`src/verilog/lane_pkg.sv`:
```
// Lane package with element types, opcodes and the sizes shared by the execution stage

package lane_pkg;

  // Instruction ids in flight, one done bit per id
  localparam int unsigned NrVInsn = 4;

  // Longest vector handled by one instruction
  localparam int unsigned MaxVl = 8;
  localparam int unsigned VlWidth = $clog2(MaxVl);

  // Operand queue depth, which is also the producer's starting credit count
  localparam int unsigned OperandDepth = 4;

  // Multiplier latency from operand pop to result request
  localparam int unsigned MulStages = 3;

  // One vector element
  typedef logic [31:0] elen_t;

  // Register number in the upper bits, element index in the lower bits
  typedef logic [3+VlWidth-1:0] vaddr_t;

  typedef logic [$clog2(NrVInsn)-1:0] vid_t;

  // Element count minus one
  typedef logic [VlWidth-1:0] vl_t;

  // ALU ops first, multiplier ops last
  typedef enum logic [2:0] {
    OP_ADD  = 3'd0,
    OP_SUB  = 3'd1,
    OP_AND  = 3'd2,
    OP_OR   = 3'd3,
    OP_XOR  = 3'd4,
    OP_MUL  = 3'd5,
    OP_MULH = 3'd6
  } vfu_op_e;

endpackage : lane_pkg
```
`src/verilog/vector_fus_stage.sv`:
```
// Lane execution stage with ALU and multiplier sharing issue and writeback ports
`timescale 1ns/1ns

module vector_fus_stage import lane_pkg::*; (
  input  logic               clk_i,
  input  logic               rst_n_i,
  // Sequencer issue
  input  logic               vfu_op_valid_i,
  input  vfu_op_e            vfu_op_i,
  input  vid_t               vfu_id_i,
  input  logic [2:0]         vfu_vd_i,
  input  vl_t                vfu_vl_i,
  output logic               alu_ready_o,
  output logic               mul_ready_o,
  output logic [NrVInsn-1:0] alu_vinsn_done_o,
  output logic [NrVInsn-1:0] mul_vinsn_done_o,
  // Operand channels
  input  logic               alu_operand_valid_i,
  input  elen_t              alu_operand_a_i,
  input  elen_t              alu_operand_b_i,
  output logic               alu_operand_credit_o,
  input  logic               mul_operand_valid_i,
  input  elen_t              mul_operand_a_i,
  input  elen_t              mul_operand_b_i,
  output logic               mul_operand_credit_o,
  // Register file writeback
  output logic               wb_req_o,
  output vid_t               wb_id_o,
  output vaddr_t             wb_addr_o,
  output elen_t              wb_data_o,
  input  logic               wb_gnt_i
);

  logic   is_mul_op, alu_issue, mul_issue;
  logic   alu_empty, alu_pop, mul_empty, mul_pop;
  elen_t  alu_a, alu_b, mul_a, mul_b;
  logic   alu_req, alu_gnt, mul_req, mul_gnt;
  vid_t   alu_id, mul_id;
  vaddr_t alu_addr, mul_addr;
  elen_t  alu_data, mul_data;

  // Opcode class picks the target unit
  assign is_mul_op = (vfu_op_i == OP_MUL) | (vfu_op_i == OP_MULH);
  assign alu_issue = vfu_op_valid_i & ~is_mul_op & alu_ready_o;
  assign mul_issue = vfu_op_valid_i & is_mul_op & mul_ready_o;

  operand_fifo #(.Depth(OperandDepth)) i_alu_fifo (
    .clk_i(clk_i), .rst_n_i(rst_n_i),
    .push_i(alu_operand_valid_i), .push_a_i(alu_operand_a_i), .push_b_i(alu_operand_b_i),
    .pop_i(alu_pop), .empty_o(alu_empty), .a_o(alu_a), .b_o(alu_b),
    .credit_o(alu_operand_credit_o)
  );

  operand_fifo #(.Depth(OperandDepth)) i_mul_fifo (
    .clk_i(clk_i), .rst_n_i(rst_n_i),
    .push_i(mul_operand_valid_i), .push_a_i(mul_operand_a_i), .push_b_i(mul_operand_b_i),
    .pop_i(mul_pop), .empty_o(mul_empty), .a_o(mul_a), .b_o(mul_b),
    .credit_o(mul_operand_credit_o)
  );

  valu i_valu (
    .clk_i(clk_i), .rst_n_i(rst_n_i),
    .issue_i(alu_issue), .op_i(vfu_op_i), .id_i(vfu_id_i), .vd_i(vfu_vd_i), .vl_i(vfu_vl_i),
    .ready_o(alu_ready_o),
    .opnd_empty_i(alu_empty), .opnd_a_i(alu_a), .opnd_b_i(alu_b), .opnd_pop_o(alu_pop),
    .res_req_o(alu_req), .res_id_o(alu_id), .res_addr_o(alu_addr), .res_data_o(alu_data),
    .res_gnt_i(alu_gnt), .done_o(alu_vinsn_done_o)
  );

  vmul i_vmul (
    .clk_i(clk_i), .rst_n_i(rst_n_i),
    .issue_i(mul_issue), .op_i(vfu_op_i), .id_i(vfu_id_i), .vd_i(vfu_vd_i), .vl_i(vfu_vl_i),
    .ready_o(mul_ready_o),
    .opnd_empty_i(mul_empty), .opnd_a_i(mul_a), .opnd_b_i(mul_b), .opnd_pop_o(mul_pop),
    .res_req_o(mul_req), .res_id_o(mul_id), .res_addr_o(mul_addr), .res_data_o(mul_data),
    .res_gnt_i(mul_gnt), .done_o(mul_vinsn_done_o)
  );

  wb_arbiter i_wb_arbiter (
    .clk_i(clk_i), .rst_n_i(rst_n_i),
    .alu_req_i(alu_req), .alu_id_i(alu_id), .alu_addr_i(alu_addr), .alu_data_i(alu_data),
    .alu_gnt_o(alu_gnt),
    .mul_req_i(mul_req), .mul_id_i(mul_id), .mul_addr_i(mul_addr), .mul_data_i(mul_data),
    .mul_gnt_o(mul_gnt),
    .wb_req_o(wb_req_o), .wb_id_o(wb_id_o), .wb_addr_o(wb_addr_o), .wb_data_o(wb_data_o),
    .wb_gnt_i(wb_gnt_i)
  );

endmodule : vector_fus_stage

```
`src/verilog/wb_arbiter.sv`:
```
// Round-robin arbiter sharing the one writeback port between the ALU and the multiplier
`timescale 1ns/1ns

module wb_arbiter import lane_pkg::*; (
  input  logic   clk_i,
  input  logic   rst_n_i,
  // ALU requester
  input  logic   alu_req_i,
  input  vid_t   alu_id_i,
  input  vaddr_t alu_addr_i,
  input  elen_t  alu_data_i,
  output logic   alu_gnt_o,
  // Multiplier requester
  input  logic   mul_req_i,
  input  vid_t   mul_id_i,
  input  vaddr_t mul_addr_i,
  input  elen_t  mul_data_i,
  output logic   mul_gnt_o,
  // Register file write port
  output logic   wb_req_o,
  output vid_t   wb_id_o,
  output vaddr_t wb_addr_o,
  output elen_t  wb_data_o,
  input  logic   wb_gnt_i
);

  // High when the multiplier took the last committed write
  logic last_mul_q;
  logic sel_mul;
  logic commit;

  // On a tie the unit not granted last wins
  assign sel_mul = mul_req_i & (~alu_req_i | ~last_mul_q);

  assign wb_req_o  = alu_req_i | mul_req_i;
  assign wb_id_o   = sel_mul ? mul_id_i : alu_id_i;
  assign wb_addr_o = sel_mul ? mul_addr_i : alu_addr_i;
  assign wb_data_o = sel_mul ? mul_data_i : alu_data_i;

  assign commit    = wb_req_o & wb_gnt_i;
  assign alu_gnt_o = commit & ~sel_mul;
  assign mul_gnt_o = commit & sel_mul;

  always_ff @(posedge clk_i or negedge rst_n_i) begin
    if (!rst_n_i) begin
      last_mul_q <= 1'b0;
    end else if (commit) begin
      last_mul_q <= sel_mul;
    end
  end

endmodule : wb_arbiter

```
`src/verilog/vmul.sv`:
```
// Pipelined vector multiplier returning the low or high word of the unsigned product
`timescale 1ns/1ns

module vmul import lane_pkg::*; (
  input  logic               clk_i,
  input  logic               rst_n_i,
  // Issue from the sequencer, OP_MUL or OP_MULH only
  input  logic               issue_i,
  input  vfu_op_e            op_i,
  input  vid_t               id_i,
  input  logic [2:0]         vd_i,
  input  vl_t                vl_i,
  output logic               ready_o,
  // Operand queue
  input  logic               opnd_empty_i,
  input  elen_t              opnd_a_i,
  input  elen_t              opnd_b_i,
  output logic               opnd_pop_o,
  // Result towards the writeback arbiter
  output logic               res_req_o,
  output vid_t               res_id_o,
  output vaddr_t             res_addr_o,
  output elen_t              res_data_o,
  input  logic               res_gnt_i,
  output logic [NrVInsn-1:0] done_o
);

  typedef enum logic [1:0] {MUL_IDLE, MUL_RUN, MUL_DONE} mul_state_e;

  mul_state_e           state_q;
  vfu_op_e              op_q;
  vid_t                 id_q;
  logic [2:0]           vd_q;
  vl_t                  vl_q;
  vl_t                  elem_q;
  logic                 all_popped_q;
  logic [VlWidth:0]     pend_q;
  logic [MulStages-1:0] vld_q;
  vaddr_t               addr_q [MulStages];
  vid_t                 sid_q [MulStages];
  elen_t                opa_q;
  elen_t                opb_q;
  logic [63:0]          prod_q;
  elen_t                word_q;
  logic                 adv;
  logic                 last_commit;

  // Whole pipeline freezes behind an ungranted result
  assign adv         = ~vld_q[MulStages-1] | res_gnt_i;
  assign opnd_pop_o  = (state_q == MUL_RUN) & ~all_popped_q & ~opnd_empty_i & adv;
  assign last_commit = vld_q[MulStages-1] & res_gnt_i & (pend_q == (VlWidth + 1)'(1));

  always_ff @(posedge clk_i or negedge rst_n_i) begin
    if (!rst_n_i) begin
      state_q      <= MUL_IDLE;
      elem_q       <= '0;
      all_popped_q <= 1'b0;
      pend_q       <= '0;
      vld_q        <= '0;
    end else begin
      case (state_q)
        MUL_IDLE: begin
          if (issue_i) begin
            state_q      <= MUL_RUN;
            elem_q       <= '0;
            all_popped_q <= 1'b0;
            pend_q       <= {1'b0, vl_i} + 1'b1;
          end
        end
        MUL_RUN: begin
          if (last_commit) state_q <= MUL_DONE;
        end
        default: state_q <= MUL_IDLE;
      endcase
      if (opnd_pop_o) begin
        elem_q <= elem_q + 1'b1;
        if (elem_q == vl_q) all_popped_q <= 1'b1;
      end
      // Writes still owed to the register file
      if (vld_q[MulStages-1] && res_gnt_i) pend_q <= pend_q - 1'b1;
      if (adv) vld_q <= {vld_q[MulStages-2:0], opnd_pop_o};
    end
  end

  always_ff @(posedge clk_i) begin
    if (issue_i) begin
      op_q <= op_i;
      id_q <= id_i;
      vd_q <= vd_i;
      vl_q <= vl_i;
    end
    if (adv) begin
      addr_q[0] <= {vd_q, elem_q};
      sid_q[0]  <= id_q;
      for (int i = 1; i < MulStages; i++) begin
        addr_q[i] <= addr_q[i-1];
        sid_q[i]  <= sid_q[i-1];
      end
      // Operands, then the full product, then the selected word
      opa_q  <= opnd_a_i;
      opb_q  <= opnd_b_i;
      prod_q <= 64'(opa_q) * 64'(opb_q);
      word_q <= (op_q == OP_MULH) ? prod_q[63:32] : prod_q[31:0];
    end
  end

  always_comb begin
    done_o = '0;
    if (state_q == MUL_DONE) done_o[id_q] = 1'b1;
  end

  assign ready_o    = (state_q == MUL_IDLE);
  assign res_req_o  = vld_q[MulStages-1];
  assign res_id_o   = sid_q[MulStages-1];
  assign res_addr_o = addr_q[MulStages-1];
  assign res_data_o = word_q;

endmodule : vmul

```
`src/verilog/valu.sv`:
```
// Vector ALU running one instruction at a time, one element per popped operand pair
`timescale 1ns/1ns

module valu import lane_pkg::*; (
  input  logic               clk_i,
  input  logic               rst_n_i,
  // Issue from the sequencer
  input  logic               issue_i,
  input  vfu_op_e            op_i,
  input  vid_t               id_i,
  input  logic [2:0]         vd_i,
  input  vl_t                vl_i,
  output logic               ready_o,
  // Operand queue
  input  logic               opnd_empty_i,
  input  elen_t              opnd_a_i,
  input  elen_t              opnd_b_i,
  output logic               opnd_pop_o,
  // Result towards the writeback arbiter
  output logic               res_req_o,
  output vid_t               res_id_o,
  output vaddr_t             res_addr_o,
  output elen_t              res_data_o,
  input  logic               res_gnt_i,
  output logic [NrVInsn-1:0] done_o
);

  typedef enum logic [1:0] {ALU_IDLE, ALU_RUN, ALU_DRAIN} alu_state_e;

  alu_state_e state_q;
  vfu_op_e    op_q;
  vid_t       id_q;
  logic [2:0] vd_q;
  vl_t        vl_q;
  vl_t        elem_q;
  logic       all_popped_q;
  logic       res_valid_q;
  logic       res_last_q;
  elen_t      res_data_q;
  vaddr_t     res_addr_q;
  elen_t      result;
  logic       res_free;
  logic       last_commit;

  always_comb begin
    case (op_q)
      OP_SUB:  result = opnd_a_i - opnd_b_i;
      OP_AND:  result = opnd_a_i & opnd_b_i;
      OP_OR:   result = opnd_a_i | opnd_b_i;
      OP_XOR:  result = opnd_a_i ^ opnd_b_i;
      default: result = opnd_a_i + opnd_b_i;
    endcase
  end

  // Result register frees up in the same cycle it is granted
  assign res_free    = ~res_valid_q | res_gnt_i;
  assign opnd_pop_o  = (state_q == ALU_RUN) & ~all_popped_q & ~opnd_empty_i & res_free;
  assign last_commit = res_valid_q & res_gnt_i & res_last_q;

  always_ff @(posedge clk_i or negedge rst_n_i) begin
    if (!rst_n_i) begin
      state_q      <= ALU_IDLE;
      elem_q       <= '0;
      all_popped_q <= 1'b0;
      res_valid_q  <= 1'b0;
    end else begin
      case (state_q)
        ALU_IDLE: begin
          if (issue_i) begin
            state_q      <= ALU_RUN;
            elem_q       <= '0;
            all_popped_q <= 1'b0;
          end
        end
        ALU_RUN: begin
          if (last_commit) state_q <= ALU_DRAIN;
        end
        // One cycle for the done pulse
        default: state_q <= ALU_IDLE;
      endcase
      if (opnd_pop_o) begin
        elem_q <= elem_q + 1'b1;
        if (elem_q == vl_q) all_popped_q <= 1'b1;
      end
      if (opnd_pop_o) begin
        res_valid_q <= 1'b1;
      end else if (res_gnt_i) begin
        res_valid_q <= 1'b0;
      end
    end
  end

  always_ff @(posedge clk_i) begin
    if (issue_i) begin
      op_q <= op_i;
      id_q <= id_i;
      vd_q <= vd_i;
      vl_q <= vl_i;
    end
    if (opnd_pop_o) begin
      res_data_q <= result;
      res_addr_q <= {vd_q, elem_q};
      res_last_q <= (elem_q == vl_q);
    end
  end

  always_comb begin
    done_o = '0;
    if (state_q == ALU_DRAIN) done_o[id_q] = 1'b1;
  end

  assign ready_o    = (state_q == ALU_IDLE);
  assign res_req_o  = res_valid_q;
  assign res_id_o   = id_q;
  assign res_addr_o = res_addr_q;
  assign res_data_o = res_data_q;

endmodule : valu

```
`src/verilog/operand_fifo.sv`:
```
// Operand-pair FIFO that hands back one credit for each entry it releases
`timescale 1ns/1ns

module operand_fifo import lane_pkg::*; #(
  parameter int unsigned Depth = OperandDepth
) (
  input  logic  clk_i,
  input  logic  rst_n_i,
  input  logic  push_i,
  input  elen_t push_a_i,
  input  elen_t push_b_i,
  input  logic  pop_i,
  output logic  empty_o,
  output elen_t a_o,
  output elen_t b_o,
  output logic  credit_o
);

  localparam int unsigned PtrWidth = (Depth > 1) ? $clog2(Depth) : 1;
  localparam int unsigned CntWidth = $clog2(Depth + 1);

  elen_t mem_a [Depth];
  elen_t mem_b [Depth];

  logic [PtrWidth-1:0] wr_ptr_q;
  logic [PtrWidth-1:0] rd_ptr_q;
  logic [CntWidth-1:0] count_q;
  logic                do_pop;

  assign empty_o = (count_q == '0);
  assign do_pop  = pop_i & ~empty_o;
  assign a_o     = mem_a[rd_ptr_q];
  assign b_o     = mem_b[rd_ptr_q];

  always_ff @(posedge clk_i or negedge rst_n_i) begin
    if (!rst_n_i) begin
      wr_ptr_q <= '0;
      rd_ptr_q <= '0;
      count_q  <= '0;
      credit_o <= 1'b0;
    end else begin
      // Pointers wrap at Depth, which need not be a power of two
      if (push_i) begin
        wr_ptr_q <= (wr_ptr_q == PtrWidth'(Depth - 1)) ? '0 : wr_ptr_q + 1'b1;
      end
      if (do_pop) begin
        rd_ptr_q <= (rd_ptr_q == PtrWidth'(Depth - 1)) ? '0 : rd_ptr_q + 1'b1;
      end
      count_q  <= count_q + CntWidth'(push_i) - CntWidth'(do_pop);
      credit_o <= do_pop;
    end
  end

  always_ff @(posedge clk_i) begin
    if (push_i) begin
      mem_a[wr_ptr_q] <= push_a_i;
      mem_b[wr_ptr_q] <= push_b_i;
    end
  end

endmodule : operand_fifo

```
`config.mk`:
```
export PLATFORM = sky130hd
export DESIGN_NAME = vector_fus_stage
export DESIGN_NICKNAME = d
export VERILOG_FILES = /design/src/verilog/lane_pkg.sv /design/src/verilog/vector_fus_stage.sv /design/src/verilog/wb_arbiter.sv /design/src/verilog/vmul.sv /design/src/verilog/valu.sv /design/src/verilog/operand_fifo.sv
export SDC_FILE = /design/constraint.sdc
export NUM_CORES = 2
export LEC_CHECK = 0
export ABC_AREA = 1
export BUFFER_PORTS_ARGS = -buffer_cell sky130_fd_sc_hd__buf_2
export CORE_ASPECT_RATIO = 1.5
export CORE_MARGIN = 1
export CORE_UTILIZATION = 32
export DETAILED_ROUTE_END_ITERATION = 10
export GPL_ROUTABILITY_DRIVEN = 1
export GPL_TIMING_DRIVEN = 0
export PLACE_DENSITY = 0.46
export RECOVER_POWER = 50
export SYNTH_ARGS = -nofsm -noshare
export SYNTH_HDL_FRONTEND = slang
export SYNTH_SLANG_ARGS = --single-unit
```
`constraint.sdc`:
```
create_clock -name clk_i -period 7.05 [get_ports clk_i]
set_input_delay 1.0575 -clock clk_i [delete_from_list [all_inputs] [get_ports clk_i]]
set_output_delay 1.0575 -clock clk_i [all_outputs]
set_load 0.05 [all_outputs]
```
After elaboration in Yosys (flattened, before gate mapping)
Memories as Yosys holds them, arrays and structs flattened. A register that Yosys moved wholly into a read port is not among the register bits.
Cells that the tools add are included.
- $add $sub $neg: 14
- $mul: 1
- $lt $le $gt $ge: 4
- equality and inequality tests: 22
- muxes and demuxes: 46
- bitwise gates (word level): 37
- reduce and logical (&&, ||, !) cells: 19
- operators with widths (kind ; count):
    32-bit case mux with 4 select lines ; 1
    32-bit by 32-bit multiplier with 64-bit output ; 1
    32-bit two-way mux ; 2
    32-bit adder ; 1
    32-bit AND ; 1
    32-bit OR ; 1
    32-bit subtractor ; 1
    32-bit XOR ; 1
    1-bit AND ; 20
    4-bit two-way mux ; 5
    1-bit two-way mux ; 18
    2-bit two-way mux ; 9
    3-bit two-way mux ; 6
    2-bit nonzero test ; 7
    2-bit equality test, second input constant ; 6
    3-bit equality test, second input constant ; 4
    2-bit AND reduction ; 5
    1-bit inverter ; 9
    2-bit by 1-bit adder with 2-bit output, second input constant ; 4
    2-bit by 1-bit != test with 1-bit output, second input constant ; 4
    2-bit case mux with 2 select lines ; 2
    3-bit by 1-bit adder with 3-bit output ; 2
    3-bit by 1-bit adder with 3-bit output, second input constant ; 2
    3-bit by 2-bit equality test with 1-bit output, second input constant ; 2
    15 further kinds ; 29
- bits in registers: 194
- memory bits (writable): 536
- bits of input ports: 145
- output and inout bits: 53
- word-level logic and storage cells: 180
- memories: 6
- memory list (memory ; depth ; width ; rd ports ; clocked after Yosys merged registers in ; write ports ; line ; source):
    i_alu_fifo.mem_a ; 4 ; 32 ; 1 ; 0 ; 1 ; operand_fifo.sv:22 ; elen_t mem_a [Depth];
    i_alu_fifo.mem_b ; 4 ; 32 ; 1 ; 0 ; 1 ; operand_fifo.sv:23 ; elen_t mem_b [Depth];
    i_mul_fifo.mem_a ; 4 ; 32 ; 1 ; 1 ; 1 ; operand_fifo.sv:22 ;
    i_mul_fifo.mem_b ; 4 ; 32 ; 1 ; 1 ; 1 ; operand_fifo.sv:23 ;
    i_vmul.addr_q ; 3 ; 6 ; 3 ; 0 ; 3 ; vmul.sv:39 ; vaddr_t addr_q [MulStages];
    i_vmul.sid_q ; 3 ; 2 ; 3 ; 0 ; 3 ; vmul.sv:40 ; vid_t sid_q [MulStages];

Depth between registers and ports, before layout
- depth after elaboration: 9
- depth in mapped cells: 31
- depth with buffers taken out: 30

Modules after synthesis
Synthesis repeated with hierarchy kept, for this count alone.
- cells, all modules: 8035
- area, all modules: 71962.8 um2
- modules (own cells, without submodules) (module ; instances ; cells each ; area each (um2) ; seq. area each (um2)):
    vmul ; 1 ; 5264 ; 42967.5 ; 6180.9
    operand_fifo ; 2 ; 800 ; 10694.0 ; 7887.6
    valu ; 1 ; 1023 ; 6966.7 ; 1676.6
    wb_arbiter ; 1 ; 140 ; 609.3 ; 25.0
    vector_fus_stage ; 1 ; 8 ; 31.3 ; 0.0

Least setup slack after synthesis
No wires, ideal clock.
- path type: in2reg
- start point: in wb_gnt_i
- end point: reg i_mul_fifo.count_q[2]
- setup time: 123 ps
- arrival time: 7227 ps
- data required time: 6927 ps
- setup slack: -300 ps
- stages: 12
- path buffers: 0
- cells stage by stage: nand2_1 -> nor2_1 -> nor2_1 -> inv_1 -> nand2_1 -> inv_1 -> ha_1 -> inv_1 -> ha_1 -> inv_1 -> fa_1 -> xnor2_1
- word-level cells in the longest chain between the ends: 6
- ends and longest elaborated chain (element ; line ; source):
    start: declaration ; vector_fus_stage.sv:31 ; input logic wb_gnt_i
    1-bit AND ; wb_arbiter.sv:40 ; assign commit = wb_req_o & wb_gnt_i;
    1-bit AND ; wb_arbiter.sv:42 ; assign mul_gnt_o = commit & sel_mul;
    1-bit OR ; vmul.sv:49 ; assign adv = ~vld_q[MulStages-1] | res_gnt_i;
    1-bit AND ; vmul.sv:50 ; assign opnd_pop_o = (state_q == MUL_RUN) & ~all_popped_q & ~opnd_empty_i & adv;
    1-bit AND ; operand_fifo.sv:31 ; assign do_pop = pop_i & ~empty_o;
    net i_mul_fifo.do_pop ; operand_fifo.sv:28 ; logic do_pop;
    3-bit by 1-bit subtractor with 3-bit output ; operand_fifo.sv:49 ; count_q <= count_q + CntWidth'(push_i) - CntWidth'(do_pop);
    end signal: assignment ; operand_fifo.sv:49 ;
    end: declaration ; operand_fifo.sv:27 ; logic [CntWidth-1:0] count_q;
The timed path passes the listed nets, and every way through them passes these cells.
A chain may end at the register's enable or synchronous reset.

Worst setup path in the final report
- start point: reg i_vmul.opa_q[1] (read register of i_mul_fifo.mem_a)
- end point: reg i_vmul.prod_q[43] (data pin)
- word-level cells in the longest chain between the ends: 1
- ends and longest elaborated chain (element ; line ; source):
    start: declaration ; vmul.sv:41 ; elen_t opa_q;
    32-bit by 32-bit multiplier with 64-bit output ; vmul.sv:102 ; prod_q <= 64'(opa_q) * 64'(opb_q);
    end signal: assignment ; vmul.sv:102 ;
    end: declaration ; vmul.sv:43 ; logic [63:0] prod_q;
No other way between the ends.

==> impl_metrics.json <==
{
  "gr-usage-all-layers_pct": 25.38,
  "violations": "max-capacitance violations, max-slew violations, negative setup slack",
  "port_buffers": 197,
  "grt-busiest-layer": "met2",
  "dieArea_um2": 216200,
  "synth_edf_count": 757,
  "htree_levels": 3,
  "hp-start": "i_vmul.addr_q[0][5]",
  "via_count": 51480,
  "max_slew_margin_pct": -144.7,
  "cts_made_buffers": 85,
  "drv_slew": 226,
  "synth_area_leaders": "edfxtp_1, fa_1, inv_1",
  "io_pins": 198,
  "dr.first_iter.drc_count": 3221,
  "ff2ff_path_depth": 20,
  "clock-sinks": 794,
  "fin_ws_ns": -0.06791,
  "grt_pass1_vias": 55130,
  "cts-hold-fix-buffers": 0,
  "whs_endpoint": "i_vmul.addr_q[0][11]",
  "drive_gt1_share_pct": 16.06,
  "crit_path_cell_trace": "clkbuf_2, nand2_1, inv_1, fa_1, fa_1, fa_1, fa_2, fa_2, fa_2, fa_1, fa_1, ha_4, a21oi_4, buf_4, o21bai_4, a21o_1, a21oi_4, nand3_4, buf_6, xor2_4",
  "grtUsageMet3_pct": 3.766,
  "critPathKind": "register to register",
  "worst-path-max-fanout": 10,
  "yosys_warnings": 0,
  "syn-num-nets": 8650,
  "finalCriticalPeriod_ns": 7.118,
  "ys_seq_elements": 794,
  "rr_endpoint": "i_vmul.prod_q[43]",
  "viasPerCell": 4.821,
  "drc": 0,
  "worst_setup_path_start_kind": "register",
  "rows": 207,
  "nets": 9206,
  "finalSetupTns_ns": -0.2301,
  "clock_skew_ns": 0.04414,
  "run_status": "finished with violations",
  "yosysMostFrequentCell": "inv_1",
  "grt_max_degree": 52,
  "tritoncts": "done",
  "die_h_um": 569.0,
  "area_growth_pct": 21.26,
  "setup_viol": 7,
  "netlist_top_cells_count": "inv_1, nand2_1, fa_1, edfxtp_1, ha_1",
  "die_w_um": 380.0,
  "fillers": 21250,
  "grt-ovfl-total": 0,
  "wirelength_mm": 275.2,
  "timing.rr.start": "i_vmul.opa_q[1]",
  "antenna_left": 0,
  "fmax_ghz": 0.1405,
  "grt_use_met2_pct": 47.71,
  "start_util_pct": 32.29,
  "max_stage_delay_ns": 0.62,
  "min_period_over_period_pct": 101.0,
  "yosys.area.top_type_share_pct": 33.14,
  "maxCapViolations": 6,
  "place_congestion": 1.013,
  "grt_pass1_wl_mm": 389.9,
  "seq_area_frac_synth_pct": 34.49,
  "place_inst": 10260,
  "cp-end-kind": "register",
  "critical_path_required_ns": 7.52,
  "synth_area_um2": 68590,
  "critical-path-slowest-cell": "fa_2",
  "dp_hpwl_mm": 224.6,
  "yosysTopAreaCell": "edfxtp_1",
  "routedWlPerCell_um": 25.77,
  "root_buffer": "clkbuf_16",
  "insertion_delay_ns": 0.75,
  "antenna_found_initial": 8,
  "synth_ff_type": "edfxtp_1",
  "finalNonFillerCells": 10680,
  "path_clk_slew_ns": 0.06,
  "r2r_slack_ns": -0.07,
  "tightestPinTransition_ns": 3.670,
  "met1_usage_pct": 25.20,
  "core_area_um2": 212400,
  "cts_buffer_depth": 3,
  "rsz0062_at_grt": "yes",
  "pre_cts_ws_ns": -2.563,
  "cpMostUsedCell": "fa_1",
  "hold_violations": 0,
  "dr.pass1.iters": 5,
  "holdPathStages": 0,
  "async_reset_ff_share_pct": 4.660,
  "hold_path_class": "register to register",
  "avgSynthCellArea_um2": 9.489,
  "ys_types": 53,
  "postSynthCellCount": 7228,
  "arrival_ns": 7.59
}
-- sequential cells by signal, summed over array words and instances, names as in the netlist, 32 cells and up --
signal and flops:
i_mul_fifo.mem_a 128, i_vmul.opa_q 32, i_mul_fifo.mem_b 128, i_alu_fifo.mem_a 128
i_vmul.opb_q 32, i_alu_fifo.mem_b 128, i_vmul.res_data_o 32, i_valu.res_data_o 32
i_vmul.prod_q 64
-- how the worst max path moves through the flow --
| stage | start | slack [ns] | endpoint | depth (start not counted) |
|---|---|---|---|---|
| 2_1_floorplan | i_vmul.opb_q[2] | 0.48 | i_vmul.prod_q[63] | 26 |
| 3_3_place_gp | i_vmul.opa_q[21] | -2.55 | i_vmul.prod_q[43] | 23 |
| 3_5_place_dp | i_vmul.opb_q[5] | -2.56 | i_vmul.prod_q[43] | 21 |
| 4_1_cts | i_vmul.opb_q[4] | -0.06 | i_vmul.prod_q[47] | 27 |
| 5_1_grt | i_vmul.opb_q[11] | -0.22 | i_vmul.prod_q[59] | 26 |
| 6_report | i_vmul.opa_q[1] | -0.07 | i_vmul.prod_q[43] | 20 |
-- per-layer routing --
metal	up-vias	share of wire, %
met2	1642	52
met5	-	0.023
met3	740	4.8
li1	23210	-
met4	8	9.2
met1	25880	34
-- cell families after synthesis --
group	share of synthesized area (%)
AOI/OAI and AO/OA	5.287
muxes	1.149
DFF	34.49
and+or+nand+nor	13.31
adders and majority gates	33.14
xor gates and xnor gates	1.303
buffers and inverters	11.32
-- final cells by class --
class	count	area, um^2	share of cell area, %
antenna	4	10.01	0.01204
timing repair buffer	470	3577	4.301
buffer	297	3168	3.809
clock inverter	53	838.3	1.008
tap	2821	3530	4.244
sequential	794	23660	28.45
inverter	1746	6579	7.910
clock buffer	103	2205	2.651
multi-input combinational	4390	39600	47.62
-- worst max-delay path, delay by kind of cell, from the launching register on --
| kind | cells | cell delay, ns |
|---|---|---|
| compound gates | 4 | 0.70 |
| simple gates | 2 | 0.23 |
| xor+xnor | 1 | 0.16 |
| flops | 1 | 0.55 |
| buf+inv | 4 | 0.86 |
| fa+ha+maj | 9 | 4.31 |
-- timing repair --
item,4_1_cts,5_1_grt
setup endpoints to repair,50,39
gates resized for setup,802,527
buffers inserted,143,115
pin swaps,86,231
hold endpoints to repair,0,0
cloned,0,2
-- metrics by stage --
| step | util, % | cell area, um^2 | hold WS (ns) |
|---|---|---|---|
| after detailed placement | 34.59 | 73460 | 0.4045 |
| after floorplan | - | 68590 | 0.4003 |
| after global routing | 39.16 | 83160 | 0.4172 |
| after CTS | 38.05 | 80810 | 0.4042 |
| after global placement | 34.42 | 73110 | 0.4010 |
| final | 39.16 | 83170 | 0.4042 |
-- cells in the final DEF, fill, tap and decap left out, types with 20 or more instances in the layout --
master | Yosys | routed
a21oi_1 | 162 | 114
a21oi_2 | 2 | 32
a32oi_1 | 31 | 31
buf_12 | 0 | 50
buf_2 | 14 | 74
buf_4 | 3 | 213
buf_6 | 8 | 50
buf_8 | 0 | 25
clkbuf_1 | 265 | 237
clkbuf_16 | 0 | 126
clkbuf_4 | 0 | 26
clkbuf_8 | 0 | 38
dfrtp_1 | 37 | 37
edfxtp_1 | 757 | 757
fa_1 | 899 | 834
fa_2 | 0 | 65
ha_1 | 378 | 336
ha_4 | 0 | 37
inv_1 | 1740 | 1651
inv_2 | 5 | 82
mux2_2 | 70 | 70
nand2_1 | 1722 | 1636
nand2_2 | 13 | 67
nand2_4 | 1 | 31
nand3_1 | 147 | 123
nand3_2 | 2 | 20
nor2_1 | 360 | 295
nor2_2 | 5 | 31
nor2_4 | 1 | 40
nor3_1 | 29 | 27
o21ai_0 | 234 | 201
o21ai_1 | 10 | 22
o22ai_1 | 65 | 65
xnor2_1 | 23 | 21
xor2_1 | 79 | 74
Power is not shown: default switching activity piles up to over one toggle a cycle in this logic, so the estimate is an artifact.
